**config.mk**
```make
export PLATFORM = sky130hd
export DESIGN_NAME = perf_counters
export DESIGN_NICKNAME = d
export VERILOG_FILES = /design/src/hw/perf_pkg.sv /design/src/hw/perf_counters.sv
export SDC_FILE = /design/constraint.sdc
export NUM_CORES = 1
export LEC_CHECK = 0
export BUFFER_PORTS_ARGS = -buffer_cell sky130_fd_sc_hd__clkbuf_2
export CAP_MARGIN = 30
export CORE_MARGIN = 1.5
export CORE_UTILIZATION = 54
export CTS_BUF_LIST = sky130_fd_sc_hd__clkbuf_16
export DETAILED_ROUTE_END_ITERATION = 10
export PLACE_DENSITY = 0.76
export SLEW_MARGIN = 40
export SYNTH_ARGS = -nofsm -noshare
export SYNTH_HDL_FRONTEND = slang
export SYNTH_SLANG_ARGS = --single-unit
```
**constraint.sdc**
```tcl
create_clock -name clk -period 1.61 [get_ports clk]
set_input_delay 0.161 -clock clk [delete_from_list [all_inputs] [get_ports clk]]
set_output_delay 0.161 -clock clk [all_outputs]
set_load 0.03 [all_outputs]
```
**src/hw/perf_pkg.sv**
```systemverilog
package perf_pkg;

	// Counter bank shape
	localparam int NUM_COUNTERS = 4; // One per event source
	localparam int COUNT_WIDTH = 16; // Wraps at this width

	typedef logic [COUNT_WIDTH-1:0] perf_count_t; // Counter value
	typedef logic [$clog2(NUM_COUNTERS)-1:0] perf_index_t; // Counter select

	// Event positions in the counter bank
	localparam int EV_LOAD = 0; // Load answered
	localparam int EV_STORE = 1; // Store answered
	localparam int EV_WAIT0 = 2; // Core 0 held off by arbiter
	localparam int EV_WAIT1 = 3; // Core 1 held off by arbiter

endpackage

```
**src/hw/perf_counters.sv**
```systemverilog
`timescale 1ns/1ps

module perf_counters
(
	input logic clk,
	input logic reset,

	input logic [perf_pkg::NUM_COUNTERS-1:0] events, // One pulse bit per counter

	// Read port
	input perf_pkg::perf_index_t perf_index,
	output perf_pkg::perf_count_t perf_value
);

	perf_pkg::perf_count_t counts [perf_pkg::NUM_COUNTERS]; // Counter bank

	// Count event cycles, wrapping at COUNT_WIDTH
	always_ff @(posedge clk or posedge reset)
	begin
		if (reset)
		begin
			for (int i = 0; i < perf_pkg::NUM_COUNTERS; i++)
				counts[i] <= '0;
		end
		else
		begin
			for (int i = 0; i < perf_pkg::NUM_COUNTERS; i++)
			begin
				if (events[i])
					counts[i] <= counts[i] + 1'b1; // Wraps naturally
			end
		end
	end

	// Combinational read mux
	assign perf_value = counts[perf_index];

endmodule

```
Word level (Yosys, flattened, before mapping)
Cells that the tools add are included.
Storage, ports and cells
  flip-flop bits (word level): 64
  bits of input ports: 8
  output and inout port bits: 16
Operators by class
  $add $sub $neg: 4
  magnitude comparators: 1
  muxes and demuxes: 3
  bitwise gates (word level): 1
Operators by type and width (count)
  adder 16 x 1 -> 16 bit (second input constant): 4
  binary-select mux 16 bit (select 2 bit): 1
  2-to-1 mux 16 bit: 2
  greater-or-equal comparator 3 bit (second input constant): 1
  inverter 2 -> 3 bit: 1

Depth between registers and ports, before layout
  word-level depth: 4
  mapped depth: 5
  mapped depth without buffers: 5

Worst setup path after synthesis
Ideal clock, no wire load.
  path type: reg-to-reg
  start point: register counts[16] (netlist name)
  end point: register counts[28] (netlist name)
  setup time: 0.079 ns
  arrival time: 1.403 ns
  required time: 1.531 ns
  path slack: 0.128 ns
  stages on the path, launching flop included: 6
  buffers on the path: 0
  period minus slack after synthesis: 1.482 ns
  cells stage by stage: dfrtp_1 -> ha_1 -> nand4_1 -> or3_1 -> nor2b_1 -> xor2_1
On the way
  longest elaborated chain between the ends: 1
RTL lines
  start, declared: line perf_counters.sv:15  | perf_pkg::perf_count_t counts [perf_pkg::NUM_COUNTERS];
  start signal, assigned by index: line perf_counters.sv:30  | counts[i] <= counts[i] + 1'b1;
  adder 16 x 1 -> 16 bit: line perf_counters.sv:30
Every way passes these cells.
A chain may end at the register's enable or synchronous reset.

Worst setup path in the final report
  start point: register counts[16] (netlist name)
  end point: output port perf_value[0]
On the way
  longest elaborated chain between the ends: 3
RTL lines
  binary-select mux 16 bit (select 2 bit): line perf_counters.sv:36  | assign perf_value = counts[perf_index];
  2-to-1 mux 16 bit (not written as such) (2 in series): line perf_counters.sv:36
  end, declared: line perf_counters.sv:12  | output perf_pkg::perf_count_t perf_value
Every way passes these cells. The select of a mux whose other input is x is not followed.

==> run metrics <==
CTS H-Tree Depth=3; slowest stage delay, CP=0.47 ns; worst path cell trace=buf_6, mux4_2, buf_8; wire length per cell=17.2 um; layout cells sized above 1=0.370; Synth Area per Inst=12.4 um^2; Final Cell Area=4080 um^2; antenna violations before repair=0; Crit path required time=1.45 ns; Post-route DRC=0; cts bufs inserted=9; Clk pwr share=0.331; final core occ=0.736; Top Ports=24; CTS root buffer=clkbuf_16; Register-to-Register Path Depth=5; fmax=618 MHz; crit path DAT=1.46 ns; CP endpoint kind=output pin; vias in the first global route=2234; Power Total=0.00603 W; max-cap viol count=0; internal power=0.00422 W; Setup crit start kind=register; Mapped Area=3110 um^2; failing checks=setup timing; vias post-DR=2230; Power Density=1480 nW/um^2; crit-path max FO=3; dpl cell area=3430 um^2; WL final=6910 um; die area=6220 um^2; Syn. warnings=0; All-Layer GR Usage=0.241; largest net degree at the start of global routing=65; Reg with most FFs=counts; Port-buffer cells=23; period utilization=1.00; Skew-Pair Late Insertion Delay=0.33 ns; Slew Viols, Final=0; final hold violations=0; worst hold endpoint=counts[16]; Leak=1.93 nW; worst r2r dst=counts[45]; drt first pass iters=4; Via-to-Cell Ratio=5.55; Max VDD drop=1160 uV; Top Family by Delay on Critical Path=multiplexers; CTS tree=yes; P_sw=0.00181 W; hold_sp=events[2]; RSZ-0062 raised after global routing=yes; post-synthesis sequential area ratio=0.515; die width=78.9 um; Worst Clk Skew=0.00395 ns; WS Path Type=reg -> out; Seq cells post-synth=64; ANT cells=0; Setup crit start=counts[16]; Cells after Synth=250; area grow syn2layout=31.2%; Buffers & Inverters on Critical Path=2; Synth cell types=22; hold path cells=2; reg2reg start=counts[37]; Fillers=365; post-layout net count=337; clk sinks=64; CTS max path bufs=2; Max-slew headroom=0.781; Top Registers=counts x64; First DRT Iteration DRCs=191; Worst Hold Class=in -> reg; post-DP HPWL=4290 um; Final setup viols=1; switch share=0.301; CP max-delay cell=mux4_2; Clock Pin Slew Worst Setup and Hold Paths=0.05 ns; first-pass GRT wire length=11100 um; Die Y=78.9 um; Least-Margin Pin Slew=0.329 ns; GRT Residual Overflow=0; setup TNS=-0.00743 ns; Largest register FFs=64; fin crit period=1.62 ns; Final Wtd Congestion=0.879; status=complete, but fails checks; sequential share of power=0.390; Core ar.=5540 um^2; Comb power frac=0.279; Starting Density=0.561; Post-Syn Nets=262; # rows=27; final setup margin=-0.00743 ns; reg-to-reg slack, setup=0.04 ns; post-route ant nets=0
-- cells in the final DEF, fill, tap and decap left out, types with 3 or more instances in the layout --
cell,count
dfrtp_1,53
buf_4,46
xnor2_1,34
xor2_1,26
nand2_1,23
nand4_1,18
mux4_2,16
nor2_1,15
nand3_1,13
dfrtp_2,11
clkbuf_16,9
clkbuf_2,8
inv_1,7
mux2_2,4
ha_1,4
buf_2,4
nor3_1,3
and3_1,3
nor2_2,3
or3_4,3
and4_1,3
buf_8,3
clkbuf_8,3
-- power groups by stage --
stage	clock network [W]	registers [W]	logic, W
finish	0.00200	0.00235	0.00168
CTS	0.00200	0.00235	0.00157
global placement	0	0.00235	0.00127
global route	0.00209	0.00239	0.00183
floorplan	0	0.00229	0.000890
detailed placement	0	0.00236	0.00131
-- kinds of logic (layout without fill, tap and decap cells) --
logic type	Yosys count	in the layout	synth area share
xor+xnor	60	60	0.169
fa+ha+maj	4	4	0.0161
buf+inv	10	90	0.0157
flops	64	64	0.515
mux	20	20	0.130
simple gates	92	92	0.154
-- timing repair --
| item | in CTS | in global routing |
|---|---|---|
| buffers inserted | 12 | 22 |
| resized for setup | 25 | 27 |
| setup endpoints to repair | 12 | 25 |
| hold buffers | 1 | 0 |
| hold endpoints to repair | 64 | 0 |
| pin swaps | 0 | 5 |
-- per-stage QoR --
| step | cells | setup WS (ns) | hold slack (ns) |
|---|---|---|---|
| final | 402 | -0.00743 | 0.0816 |
| after global routing | 402 | -0.0454 | 0.103 |
| after CTS | 382 | -0.0231 | 0.0702 |
| after detailed placement | 355 | 0.0302 | 0.267 |
| after global placement | 355 | 0.114 | 0.262 |
| after floorplan | 250 | 0.128 | 0.248 |
-- how the worst max path moves through the flow --
| stage | end | depth (start not counted) |
|---|---|---|
| finish | perf_value[0] | 3 |
| global route | perf_value[0] | 3 |
| CTS | perf_value[0] | 3 |
| detailed placement | counts[45] | 4 |
| global placement | counts[28] | 5 |
| floorplan | counts[28] | 5 |
-- routing by layer --
layer  vias up  GRT usage  routed length [um]
li1       1032          -                   -
met4         0     0.0825                 140
met1      1121      0.321                2940
met2        64      0.383                3500
met3        13     0.0713                 332
met5         -          0                   0
-- area by class of cell --
cell class | instances | area, um^2 | area share
Inverter | 5 | 22.5 | 0.00552
Sequential cell | 64 | 1620 | 0.396
Multi-Input combinational cell | 176 | 1490 | 0.364
Clock inverter | 7 | 80.1 | 0.0196
Clock buffer | 9 | 225 | 0.0552
Timing Repair Buffer | 69 | 561 | 0.137
Tap cell | 72 | 90.1 | 0.0221
-- cells in the mapped netlist --
cell | n | area, um^2
nor2b_1 | 2 | 12.5
and4_1 | 3 | 26.3
buf_6 | 1 | 11.3
ha_1 | 4 | 50.1
nor3_1 | 3 | 15.0
mux2_2 | 4 | 45.0
nor3_4 | 2 | 32.5
xor2_1 | 26 | 228
mux4_2 | 16 | 360
nand2_1 | 24 | 90.1
nor2_1 | 18 | 67.6
dfrtp_1 | 64 | 1600
xnor2_1 | 34 | 298
nand2b_1 | 1 | 6.26
nor4_1 | 2 | 12.5
buf_1 | 1 | 3.75
nand3_1 | 13 | 65.1
inv_1 | 5 | 18.8
buf_2 | 3 | 15.0
nand4_1 | 18 | 113
and3_1 | 3 | 18.8
or3_1 | 3 | 18.8
(Power assumes the default switching activity.)
