**config.mk**
```make
export PLATFORM = sky130hd
export DESIGN_NAME = l2_arbiter_flat
export DESIGN_NICKNAME = d
export VERILOG_FILES = /design/src/hw/l2_pkg.sv /design/src/hw/l2_req_if.sv /design/src/hw/l2_arbiter.sv /design/src/flat_wrapper.sv
export SDC_FILE = /design/constraint.sdc
export NUM_CORES = 1
export LEC_CHECK = 0
export BUFFER_PORTS_ARGS = -buffer_cell sky130_fd_sc_hd__buf_2
export CORE_ASPECT_RATIO = 0.9
export CORE_MARGIN = 2
export CORE_UTILIZATION = 45
export DETAILED_ROUTE_END_ITERATION = 10
export GPL_TIMING_DRIVEN = 0
export PLACE_DENSITY = 0.82
export SETUP_SLACK_MARGIN = 0.2
export SYNTH_ARGS = -nofsm -noshare
export SYNTH_HDL_FRONTEND = slang
export SYNTH_SLANG_ARGS = --single-unit
```
**constraint.sdc**
```tcl
create_clock -name clk -period 3.1 [get_ports clk]
set_input_delay 0.155 -clock clk [delete_from_list [all_inputs] [get_ports clk]]
set_output_delay 0.155 -clock clk [all_outputs]
set_load 0.01 [all_outputs]
```
**src/hw/l2_pkg.sv**
```systemverilog
package l2_pkg;

	// Shared level sizes
	localparam int NUM_CORES = 2; // Cores sharing the memory
	localparam int MEM_WORDS = 256; // On-chip word memory depth
	localparam int DATA_WIDTH = 32; // One memory word

	// Request and response fields
	typedef logic [$clog2(MEM_WORDS)-1:0] l2_addr_t; // Word address
	typedef logic [DATA_WIDTH-1:0] l2_data_t; // Data word
	typedef logic [$clog2(NUM_CORES)-1:0] l2_core_t; // Core index, tags the response
	typedef logic l2_op_t; // Load or store

	// Operation codes
	localparam l2_op_t OP_LOAD = 1'b0; // Read one word
	localparam l2_op_t OP_STORE = 1'b1; // Write one word, data echoed back

endpackage

```
**src/hw/l2_req_if.sv**
```systemverilog
`timescale 1ns/1ps

// Granted request, one cycle after the arbiter takes it
interface l2_req_if;

	logic valid; // One-cycle strobe per request
	l2_pkg::l2_core_t core; // Requesting core
	l2_pkg::l2_op_t op; // Load or store
	l2_pkg::l2_addr_t address; // Word address
	l2_pkg::l2_data_t data; // Store data, unused on loads

	// Arbiter side
	modport stage_out
	(
		output valid, core, op, address, data
	);

	// Memory side, always accepts so no ready
	modport stage_in
	(
		input valid, core, op, address, data
	);

endinterface

```
**src/hw/l2_arbiter.sv**
```systemverilog
`timescale 1ns/1ps

module l2_arbiter
(
	input logic clk,
	input logic reset,

	// Core 0 request
	input logic req_valid0,
	input l2_pkg::l2_op_t req_op0,
	input l2_pkg::l2_addr_t req_address0,
	input l2_pkg::l2_data_t req_data0,
	output logic req_ready0,

	// Core 1 request
	input logic req_valid1,
	input l2_pkg::l2_op_t req_op1,
	input l2_pkg::l2_addr_t req_address1,
	input l2_pkg::l2_data_t req_data1,
	output logic req_ready1,

	// Wait events for the counters
	output logic wait0,
	output logic wait1,

	l2_req_if.stage_out req
);

	l2_pkg::l2_core_t prio_core; // Core that wins when both ask
	l2_pkg::l2_core_t grant_core; // Core taken this cycle
	logic grant; // Some core taken this cycle

	// A lone requester always wins, a tie goes to prio_core
	always_comb
	begin
		req_ready0 = req_valid0 && (!req_valid1 || prio_core == 1'b0);
		req_ready1 = req_valid1 && (!req_valid0 || prio_core == 1'b1);
	end

	assign grant = req_ready0 || req_ready1;
	assign grant_core = l2_pkg::l2_core_t'(req_ready1); // Ready is one-hot

	// Valid but not ready means held off
	assign wait0 = req_valid0 && !req_ready0;
	assign wait1 = req_valid1 && !req_ready1;

	always_ff @(posedge clk or posedge reset)
	begin
		if (reset)
		begin
			prio_core <= '0; // Core 0 first
			req.valid <= 1'b0;
		end
		else
		begin
			req.valid <= grant; // One strobe per accepted request
			if (grant)
				prio_core <= ~grant_core; // Loser of this round goes next
		end
	end

	// Payload of the granted core, held only by the strobe
	always_ff @(posedge clk)
	begin
		if (grant)
		begin
			req.core <= grant_core;
			req.op <= req_ready1 ? req_op1 : req_op0;
			req.address <= req_ready1 ? req_address1 : req_address0;
			req.data <= req_ready1 ? req_data1 : req_data0;
		end
	end

endmodule

```
**src/flat_wrapper.sv**
```systemverilog
// flat-port wrapper written by rule: the top's interface ports become plain ports
module l2_arbiter_flat 
  (clk, reset, req_valid0, req_op0, req_address0, req_data0, req_ready0, req_valid1, req_op1, req_address1, req_data1, req_ready1, wait0, wait1, req_valid, req_core, req_op, req_address, req_data);
  l2_req_if req_i ();
  input logic clk;
  input logic reset;
  input logic req_valid0;
  input l2_pkg::l2_op_t req_op0;
  input l2_pkg::l2_addr_t req_address0;
  input l2_pkg::l2_data_t req_data0;
  output logic req_ready0;
  input logic req_valid1;
  input l2_pkg::l2_op_t req_op1;
  input l2_pkg::l2_addr_t req_address1;
  input l2_pkg::l2_data_t req_data1;
  output logic req_ready1;
  output logic wait0;
  output logic wait1;
  output wire logic [$bits(req_i.valid)-1:0] req_valid;
  output wire logic [$bits(req_i.core)-1:0] req_core;
  output wire logic [$bits(req_i.op)-1:0] req_op;
  output wire logic [$bits(req_i.address)-1:0] req_address;
  output wire logic [$bits(req_i.data)-1:0] req_data;
  assign req_valid = req_i.valid;
  assign req_core = req_i.core;
  assign req_op = req_i.op;
  assign req_address = req_i.address;
  assign req_data = req_i.data;
  l2_arbiter u_core (.clk(clk), .reset(reset), .req_valid0(req_valid0), .req_op0(req_op0), .req_address0(req_address0), .req_data0(req_data0), .req_ready0(req_ready0), .req_valid1(req_valid1), .req_op1(req_op1), .req_address1(req_address1), .req_data1(req_data1), .req_ready1(req_ready1), .wait0(wait0), .wait1(wait1), .req(req_i));
endmodule
```
# --- Word level (Yosys, flattened, before mapping) ---
# Index checks and enable logic that the tools add are counted.
totals:
  ff_bits: 44
  latchBits: 0
  ramBits: 0
  mem_bits_ro: 0
  input_bits: 86
  word_cells: 22
  n_memories: 0
op_classes:
  addsub: 0
  multipliers: 0
  div_mod_pow: 0
  order_cmp: 0
  n_eq_ne: 0
  shifts: 0
  n_mux: 3
  bitwise: 2
  reduce_logical: 11
op_table:
  columns: ["op", "n"]
  rows:
  - ["$mux W32", 1]
  - ["$mux W8", 1]
  - ["$logic_and A1 B1 Y1", 4]
  - ["$logic_not A1 Y1", 4]
  - ["$logic_or A1 B1 Y1", 3]
  - ["$not A1 Y1", 2]
  - ["$mux W1", 1]

# --- Depth between registers and ports, before layout ---
# Gate-level depths: netlist of the first run.
logic_depth:
  word_depth: 5
  ltp_mapped: 4

# --- Worst setup path after synthesis of the first run ---
# OpenSTA, ideal clock, no wires.
synth_path:
  path_kind: "register to register"
  start: "reg u_core.prio_core"
  end: "reg u_core.req.address[6] (data pin)"
  setup_time_ps: 260
  arrival_ps: 1139
  required_ps: 2840
  slack_ps: 1701
  stages_incl_launch_ff: 5
  path_buffers: 1
  period_less_slack_ps: 1399
  cell_sequence: "dfrtp_1 -> nand2b_2 -> nand2_4 -> buf_6 -> mux2_4"
synth_via:
  elab_chain_len: 3
synth_lines:
  columns: ["item", "line", "rtl"]
  rows:
  - ["start: declaration", "l2_arbiter.sv:29", "l2_pkg::l2_core_t prio_core;"]
  - ["start signal: assignment", "l2_arbiter.sv:58", "prio_core <= ~grant_core;"]
  - ["$logic_or A1 B1 Y1", "l2_arbiter.sv:37", "req_ready1 = req_valid1 && (!req_valid0 || prio_core == 1'b1);"]
  - ["$logic_and A1 B1 Y1", "l2_arbiter.sv:37", null]
  - ["$mux W8", "l2_arbiter.sv:69", "req.address <= req_ready1 ? req_address1 : req_address0;"]
  - ["end signal: assignment", "l2_arbiter.sv:69", null]
  - ["end: declaration", "l2_req_if.sv:15", "output valid, core, op, address, data"]
# Every way passes these cells.
# A chain may end at the register's enable or synchronous reset.

# --- Worst setup path after layout of the first run ---
layout_path:
  start: "reg u_core.prio_core"
  end: "out req_ready1"
layout_via:
  elab_chain_len: 2
layout_lines:
  columns: ["item", "line", "rtl"]
  rows:
  - ["$logic_or A1 B1 Y1", "l2_arbiter.sv:37", null]
  - ["$logic_and A1 B1 Y1", "l2_arbiter.sv:37", null]
  - ["end: declaration", "flat_wrapper.sv:16", "output logic req_ready1;"]
# Every way passes these cells.

==> impl_metrics.csv, run 1 <==
group,metric,value,unit
flow_run,cap_viol_max_count,0,
place,post-dp-hpwl,3260,µm
route,vias_per_cell,4.57,
worst_setup_path,startpoint_type,"flop",
min_path,hp-class,"input pin to flop",
timing,grt_setup_unrepaired,"no",
timing,clock_skew,0.0110,ns
die,die_width,74.7,µm
logic_synthesis,synth_warnings,0,
route,drtAntennaViolNets,0,
route,via_count,1380,
clock_tree,insertion_delay,0.29,ns
power,leakagePower,0.00144,µW
clock_tree,numCtsBuffers,5,
die,die_h,67.7,µm
power,power.total,1450,µW
clock_tree,max-clock-path-buffers,2,
layout,fin_cells,302,
worst_setup_path,cp.arrival,1.44,ns
power,ir_drop,0.000242,V
logic_synthesis,yosysMostFrequentCell,"edfxtp_1",
worst_setup_path,r2r_slack,1.59,ns
worst_setup_path,critPathKind,"flop to output pin",
worst_setup_path,crit_start,"u_core.prio_core",
clock_tree,cts.clk_slew.worst_paths,0.09,ns
logic_synthesis,synth.area.top_cells,"edfxtp_1 (62%), mux2_4 (29%), dfrtp_1 (2.5%)",
clock_tree,cts-root-buf,"clkbuf_8",
timing,drv_slew,0,
worst_setup_path,ff2ff_path_depth,4,
logic_synthesis,synth_edf_count,42,
timing,whs,0.131,ns
route,drc,0,
layout,drive_gt1_frac,0.783,
layout,antenna_cells,0,
route,wire_per_inst,14.1,µm
place,io_buffers,132,
worst_setup_path,worst_r2r_startpoint,"u_core.prio_core",
logic_synthesis,synth_seq_area_share,0.647,
timing,fin_setup_tns,0,ns
die,core_area,4400,µm²
die,io_pins,133,
die,start_util,0.460,
route,dr.pass1.iters,4,
worst_setup_path,cp_max_fo,10,
place,dp_cells,293,
timing,min_period_over_period,0.513,
clock_tree,cts_tree,"done",
global_route,grt_pass1_vias,1314,
power,power.density,503,nW/µm²
logic_synthesis,synth_area_per_cell,20.5,µm²
clock_tree,clock_sinks,44,
logic_synthesis,yosysUniqueCellTypes,12,
timing,fin_crit,1.59,ns
global_route,grt_max_degree,44,
place,dp_slack,1.59,ns
timing,max_slew.worst_pin.slew,1.00,ns
timing,hold_violations,0,
worst_setup_path,slowest_delay,0.41,ns
logic_synthesis,syn_nets,185,
worst_setup_path,rr_endpoint,"u_core.req.data[14]",
logic_synthesis,syn-cell-area,2030,µm²
timing,finalSetupViolCount,0,
layout,fin_nets,325,
place,place_congestion,0.665,
timing,max_freq,629,MHz
status,run_status,"complete, no violations",
logic_synthesis,async_flop_share,0.0455,
die,fp-row-count,23,
global_route,grt-ovfl-total,0,
layout,area_growth,42.4,%
route,finalWirelength,4260,µm
clock_tree,post_cts_buffers,0,
global_route,grt_pass1_wl,5910,µm
global_route,grt_usage,0.161,
logic_synthesis,synth_top_area_frac,0.622,
clock_tree,cts_max_level,2,
global_route,antenna_found_initial,0,
timing,fin_ws,1.51,ns
logic_synthesis,synth-main-ff-cell,"edfxtp_1",
layout,fillCellCount,343,
route,first_iter_violations,33,
logic_synthesis,synth_common_cells,"edfxtp_1 (42), mux2_4 (39), buf_6 (4)",
worst_setup_path,cp-end-kind,"output pin",
die,dieArea,5060,µm²
worst_setup_path,cp-endpoint,"req_ready1",
worst_setup_path,crit_slowest_cell,"dfrtp_1",
timing,slew_headroom,0.332,
logic_synthesis,ys_ff_latch,44,
logic_synthesis,synth_top_area_cell,"edfxtp_1",
worst_setup_path,cp_cell_sequence,"nand2b_2 -> nand2_4 -> buf_6 -> inv_1 -> buf_2",
worst_setup_path,required,2.94,ns
logic_synthesis,synthCells,99,
==> layer usage <==
| metal | vias to the layer above | wire length, µm | part of all wire | track usage |
|---|---|---|---|---|
| li1 | 657 | - | - | - |
| met1 | 643 | 1590 | 0.37 | 0.179 |
| met2 | 76 | 2310 | 0.54 | 0.291 |
| met3 | 4 | 326 | 0.077 | 0.0478 |
| met4 | 0 | 37 | 0.0087 | 0.0603 |
| met5 | - | 0 | 0 | 0 |
==> stage by stage <==
step | instance area, µm² | util
2_1_floorplan | 2030 | -
3_5_place_dp | 2770 | 0.628
5_1_grt | 2890 | 0.656
6_report | 2890 | 0.656
4_1_cts | 2890 | 0.656
3_3_place_gp | 2770 | 0.628
==> worst min-delay path by stage <==
| stage | from | endpoint | cells after the start |
|---|---|---|---|
| floorplan | reset | u_core.prio_core | 1 |
| global placement | reset | u_core.prio_core | 2 |
| detailed placement | reset | u_core.prio_core | 2 |
| CTS | req_valid1 | u_core.prio_core | 2 |
| global route | req_valid1 | u_core.prio_core | 2 |
| finish | req_valid1 | u_core.prio_core | 2 |
==> sequential cells by signal, indices dropped and copies added, names as in the netlist <==
signal              cells
u_core.req.address      8
u_core.prio_core        1
u_core.req.data        32
u_core.req.valid        1
u_core.req.op           1
u_core.req.core         1
==> what timing repair did <==
item	CTS	global route
hold buffers	1	0
hold endpoints to repair	2	0
gates resized for setup	0	0
==> cell families (layout without fill, tap and decap cells) <==
| group | count (synthesis) | after routing | share of synthesized area |
|---|---|---|---|
| flops | 44 | 44 | 0.647 |
| simple gates | 5 | 5 | 0.0191 |
| mux | 41 | 41 | 0.300 |
| compound gates | 2 | 2 | 0.00617 |
| buf+inv | 7 | 148 | 0.0278 |
==> power breakdown <==
group | leakage (µW) | internal [µW] | switching [µW]
Sequential | 0.000451 | 721 | 15.2
Clock | 0.0000541 | 238 | 186
Combinational | 0.000938 | 168 | 124
Total | 0.00144 | 1130 | 325
==> worst max-delay path, delay by kind of cell (launching register included) <==
kind	cells	cell delay [ns]
buffers and inverters	3	0.40
AND/OR/NAND/NOR	2	0.33
flip-flops	1	0.41
==> cell usage in the layout (no fill, tap or decap), types with 2 or more instances in the layout <==
| cell | netlist | final |
|---|---|---|
| buf_6 | 4 | 4 |
| mux2_2 | 2 | 2 |
| mux2_4 | 39 | 39 |
| edfxtp_1 | 42 | 42 |
| inv_1 | 3 | 3 |
| clkbuf_8 | 0 | 5 |
| buf_2 | 0 | 132 |
| and3_1 | 2 | 2 |
| dfrtp_1 | 2 | 2 |
==> layout make-up <==
cell class | instances | area (µm²) | area share
tap | 62 | 77.6 | 0.0269
timing repair buffer | 133 | 671 | 0.232
buffer | 4 | 45.0 | 0.0156
multi-input combinational | 48 | 659 | 0.228
sequential | 44 | 1310 | 0.454
clock buffer | 5 | 68.8 | 0.0238
clock inverter | 3 | 42.5 | 0.0147
inverter | 3 | 11.3 | 0.00390
Power figures use the tool's default switching activity.
==> run 2: changes to the inputs <==
--- a/config.mk
+++ b/config.mk
@@ -8,10 +8,10 @@
 export BUFFER_PORTS_ARGS = -buffer_cell sky130_fd_sc_hd__buf_2
 export CORE_ASPECT_RATIO = 0.9
 export CORE_MARGIN = 2
-export CORE_UTILIZATION = 45
+export CORE_UTILIZATION = 38
 export DETAILED_ROUTE_END_ITERATION = 10
 export GPL_TIMING_DRIVEN = 0
-export PLACE_DENSITY = 0.82
+export PLACE_DENSITY = 0.73
 export SETUP_SLACK_MARGIN = 0.2
 export SYNTH_ARGS = -nofsm -noshare
 export SYNTH_HDL_FRONTEND = slang
==> constraint.sdc (replaced) <==
create_clock -name clk -period 1.4 [get_ports clk]
set_input_delay 0.07 -clock clk [delete_from_list [all_inputs] [get_ports clk]]
set_output_delay 0.07 -clock clk [all_outputs]
set_load 0.01 [all_outputs]
==> run 2 against run 1 <==
Effect of this change:
- clock power is 120% higher
- sequential cell count unchanged
- die area increased by 17%
- combinational power rose by 140%
- worst hold slack worse by 0.060 ns
- sequential power grew 120%
- critical path depth is 1 lower
- register-to-register slack worse by 1.6 ns
- final area grew 3.3%
- clock skew decreased by 0.0061 ns
- via count shrank 0.72%
- critical endpoint is now u_core.req.data[26]
- highest routed layer unchanged
==> impl_metrics.csv, run 2 (synthesis gave the netlist of run 1 again) <==
group,metric,value,unit
global_route,grt-ovfl-total,0,
timing,min_period_over_period,0.979,
place,dp_cells,298,
die,core_area,5190,µm²
layout,antenna_cells,0,
timing,grt_setup_unrepaired,"yes",
layout,final_common_cell,"buf_2",
place,post-dp-hpwl,3240,µm
clock_tree,max-clock-path-buffers,2,
timing,fin_ws,0.0297,ns
die,io_pins,133,
timing,whs,0.0712,ns
worst_setup_path,cp_max_fo,10,
place,place_congestion,0.592,
worst_setup_path,critPathKind,"flop to flop",
layout,area_growth,47.2,%
route,dr.pass1.iters,4,
layout,largest_reg_flops,32,
min_path,hold_depth,2,
timing,max_freq,730,MHz
route,wire_per_inst,13.9,µm
layout,layout_common_cells,"buf_2 (131), edfxtp_1 (42), mux2_4 (40), clkbuf_8 (5), buf_12 (4)",
route,drc,0,
layout,fin_cells,310,
power,power.total,3280,µW
route,first_iter_violations,38,
status,run_status,"complete, no violations",
worst_setup_path,cp-end-kind,"flop",
timing,hold_violations,0,
clock_tree,insertion_delay,0.29,ns
timing,finalSetupViolCount,0,
clock_tree,cts_max_level,2,
flow_run,cap_viol_max_count,0,
timing,drv_slew,0,
timing,clock_skew,0.00491,ns
power,leakagePower,0.00148,µW
route,vias_per_cell,4.42,
global_route,grt_max_degree,44,
die,dieArea,5930,µm²
timing,fin_crit,1.37,ns
power,power.density,1100,nW/µm²
worst_setup_path,r2r_slack,0.03,ns
min_path,hp-class,"input pin to flop",
worst_setup_path,startpoint_type,"flop",
worst_setup_path,required,1.45,ns
clock_tree,cts.clk_slew.worst_paths,0.09,ns
timing,max_slew.worst_pin.slew,0.982,ns
clock_tree,cts_tree,"done",
layout,drive_gt1_frac,0.794,
layout,top_register,"u_core.req.data",
clock_tree,clock_sinks,44,
place,dpl_cell_area,2800,µm²
worst_setup_path,ff2ff_path_depth,4,
route,drtAntennaViolNets,0,
route,via_count,1370,
clock_tree,cts-root-buf,"clkbuf_8",
global_route,antenna_found_initial,0,
die,start_util,0.390,
layout,fillCellCount,442,
layout,reg_top3,"u_core.req.data: 32 flops, u_core.req.address: 8 flops",
die,die_width,81.0,µm
die,die_h,73.3,µm
worst_setup_path,cp.arrival,1.42,ns
layout,fin_area,2980,µm²
global_route,grt_pass1_wl,5810,µm
timing,slew_headroom,0.346,
route,finalWirelength,4310,µm
power,ir_drop,0.000498,V
place,dp_slack,-0.0778,ns
global_route,grt_usage,0.133,
global_route,grt_pass1_vias,1274,
clock_tree,numCtsBuffers,5,
die,fp-row-count,25,
layout,fin_nets,328,
place,io_buffers,132,
-- run 2: cell types whose count changed in the layout (fill, tap and decap cells not counted), moves of 2 or more --
cell / change
buf_12: +4
buf_4: +2
buf_6: -2
inv_1: -2
inv_2: +2
-- run 2: path summary, 6_finish.rpt --
kind	from	endpoint
max in group asynchronous	reset	u_core.req.valid
setup reg to reg	u_core.prio_core	u_core.req.data[26]
hold / removal	req_data0[11]	u_core.req.data[11]
min in group asynchronous	reset	u_core.prio_core
setup / recovery	u_core.prio_core	u_core.req.data[26]
hold reg to reg	u_core.prio_core	u_core.prio_core
-- run 2: area by class of cell --
class,count,area [µm²],area share
plain buffers,4,80.1,0.0268
clock buffers,5,68.8,0.0231
clock inverters,3,42.5,0.0143
inverters,3,11.3,0.00378
multi-input cells,48,682,0.229
flip-flops and latches,44,1310,0.440
well taps,67,83.8,0.0281
repair buffers,136,703,0.236
-- run 2: worst max-delay path, stage by stage (launching register included) --
cell and delay [ns]:
dfrtp_1 0.39, nand2b_4 0.17, nand2_8 0.10, buf_12 0.15, mux2_4 0.31
-- run 2: report_power, final --
part,internal (µW),switching [µW]
registers,1600,29.8
clock network,528,421
logic,417,287
-- run 2: timing repair --
item / CTS / global route
endpoints found under the hold margin: 2 / 0
endpoints found under the setup margin: 42 / 81
hold buffers: 1 / 0
setup buffers: 2 / 1
gates resized for setup: 5 / 5
pin swaps: 0 / 0
-- run 2: metrics by stage --
step | setup TNS [ns] | utilization
2_1_floorplan | 0 | -
3_3_place_gp | -1.90 | 0.539
3_5_place_dp | -3.24 | 0.539
4_1_cts | 0 | 0.570
5_1_grt | -0.196 | 0.574
6_report | 0 | 0.574
-- run 2: routing by layer --
metal / vias to the layer above / routed length, µm / global-route usage
li1: 665 / - / -
met1: 618 / 1660 / 0.155
met2: 81 / 2140 / 0.230
met3: 6 / 440 / 0.0393
met4: 0 / 71 / 0.0565
met5: - / 0 / 0
==> run 3: changes to the inputs <==
--- a/config.mk
+++ b/config.mk
@@ -11,7 +11,7 @@
 export CORE_UTILIZATION = 38
 export DETAILED_ROUTE_END_ITERATION = 10
 export GPL_TIMING_DRIVEN = 0
-export PLACE_DENSITY = 0.73
+export PLACE_DENSITY = 0.86
 export SETUP_SLACK_MARGIN = 0.2
 export SYNTH_ARGS = -nofsm -noshare
 export SYNTH_HDL_FRONTEND = slang
==> run 3 against run 2 <==
Effect of this change:
- sequential cell count unchanged
- power is 0.68% lower
- largest power group unchanged
- setup slack got worse by 0.0099 ns
- final cell count up 0.32%
- first-iteration DRC count rose by 13%
- worst hold slack better by 0.0027 ns
- routed wire length shrank 3.4%
- global-route usage decreased by 0.66 points
- combinational power shrank 0.9%
- core utilization down 0.29 points
- die area is the same
==> impl_metrics.csv, run 3 (synthesis gave the netlist of run 1 again) <==
group,metric,value,unit
status,run_status,"complete, no violations",
timing,max_slew.worst_pin.slew,0.991,ns
place,post-dp-hpwl,3200,µm
place,dp_slack,-0.0694,ns
route,drc,0,
route,via_count,1382,
route,vias_per_cell,4.44,
layout,drive_gt1_frac,0.791,
global_route,grt-ovfl-total,0,
timing,fin_ws,0.0198,ns
clock_tree,cts-root-buf,"clkbuf_8",
die,start_util,0.390,
global_route,grt_max_degree,44,
worst_setup_path,required,1.44,ns
route,finalWirelength,4160,µm
route,first_iter_violations,43,
clock_tree,max-clock-path-buffers,2,
clock_tree,numCtsBuffers,5,
timing,clock_skew,0.00848,ns
timing,finalSetupViolCount,0,
die,dieArea,5930,µm²
clock_tree,insertion_delay,0.29,ns
timing,drv_slew,0,
global_route,grt_pass1_wl,5640,µm
power,ir_drop,0.000422,V
power,leakagePower,0.00148,µW
layout,largest_reg_flops,32,
global_route,use_met2,0.242,
global_route,use_met1,0.132,
clock_tree,cts.clk_slew.worst_paths,0.08,ns
timing,whs,0.0739,ns
min_path,hp-class,"input pin to flop",
timing,fin_crit,1.38,ns
layout,antenna_cells,0,
worst_setup_path,cp.arrival,1.42,ns
global_route,grt_pass1_vias,1322,
clock_tree,cts_max_level,2,
route,dr.pass1.iters,4,
layout,top_register,"u_core.req.data",
die,die_width,81.0,µm
layout,layout_common_cells,"buf_2 (132), edfxtp_1 (42), mux2_4 (39), clkbuf_8 (5)",
die,core_area,5190,µm²
die,die_h,73.3,µm
global_route,top_usage_layer,"met2",
die,fp-row-count,25,
power,power.density,1100,nW/µm²
clock_tree,cts_tree,"done",
place,place_congestion,0.619,
timing,max_freq,725,MHz
worst_setup_path,ff2ff_path_depth,4,
worst_setup_path,cp_max_fo,10,
global_route,grt_usage,0.127,
global_route,grt.met3_usage,0.0283,
route,drtAntennaViolNets,0,
min_path,hold_depth,2,
timing,slew_headroom,0.339,
place,io_buffers,132,
layout,final_common_cell,"buf_2",
worst_setup_path,critPathKind,"flop to flop",
timing,grt_setup_unrepaired,"yes",
timing,min_period_over_period,0.986,
layout,area_growth,46.4,%
global_route,antenna_found_initial,0,
flow_run,cap_viol_max_count,0,
layout,reg_top3,"u_core.req.data: 32 flops, u_core.req.address: 8 flops",
timing,hold_violations,0,
layout,fin_nets,329,
worst_setup_path,startpoint_type,"flop",
clock_tree,clock_sinks,44,
route,wire_per_inst,13.4,µm
die,io_pins,133,
worst_setup_path,cp-end-kind,"flop",
[run 3: worst paths after layout]
path,startpoint,slack [ns],to
max,u_core.prio_core,0.02,u_core.req.data[27]
min,req_data1[9],0.07,u_core.req.data[9]
max reg2reg,u_core.prio_core,0.02,u_core.req.data[27]
min reg2reg,u_core.prio_core,0.65,u_core.prio_core
max in group asynchronous,reset,1.11,u_core.req.valid
min in group asynchronous,reset,0.17,u_core.prio_core
[run 3: where the power goes]
part	switching, µW	leakage, µW	internal [µW]	total [µW]
clock	405	0.0000552	530	935
sequential	28.4	0.000451	1600	1620
combinational	286	0.000974	412	698
[run 3: timing repair]
action	4_1_cts	5_1_grt
endpoints found under the hold margin	2	0
hold buffers	1	0
setup endpoints to repair	42	87
pin swaps	0	0
gates resized for setup	4	3
setup buffers	3	1
[run 3: layer usage]
metal	part of all wire	routed length, µm
met2	0.52	2170
met5	0	0
met3	0.10	422
met4	0.014	58
met1	0.36	1510
[run 3: area by class of cell]
type,instances,area [µm²]
Multi-Input combinational cell,48,673
Timing Repair Buffer,137,701
Tap cell,67,83.8
Clock inverter,2,35.0
Buffer,4,80.1
Fill cell,427,2220
Inverter,3,11.3
Sequential cell,44,1310
Clock buffer,6,72.6
[run 3: metrics by stage]
stage | utilization | TNS, ns | total power (µW) | cell area, µm² | instances
after floorplan | - | 0 | 2040 | 2060 | 99
after global placement | 0.539 | -0.541 | 2310 | 2800 | 298
after detailed placement | 0.539 | -3.08 | 2330 | 2800 | 298
after CTS | 0.570 | 0 | 3290 | 2960 | 310
after global routing | 0.572 | -0.372 | 3400 | 2970 | 311
final | 0.572 | 0 | 3260 | 2970 | 311
[run 3: critical path, cell delays in order (launching register included)]
cell	delay, ns
dfrtp_1	0.39
nand2b_4	0.17
nand2_8	0.11
buf_12	0.15
mux2_4	0.31
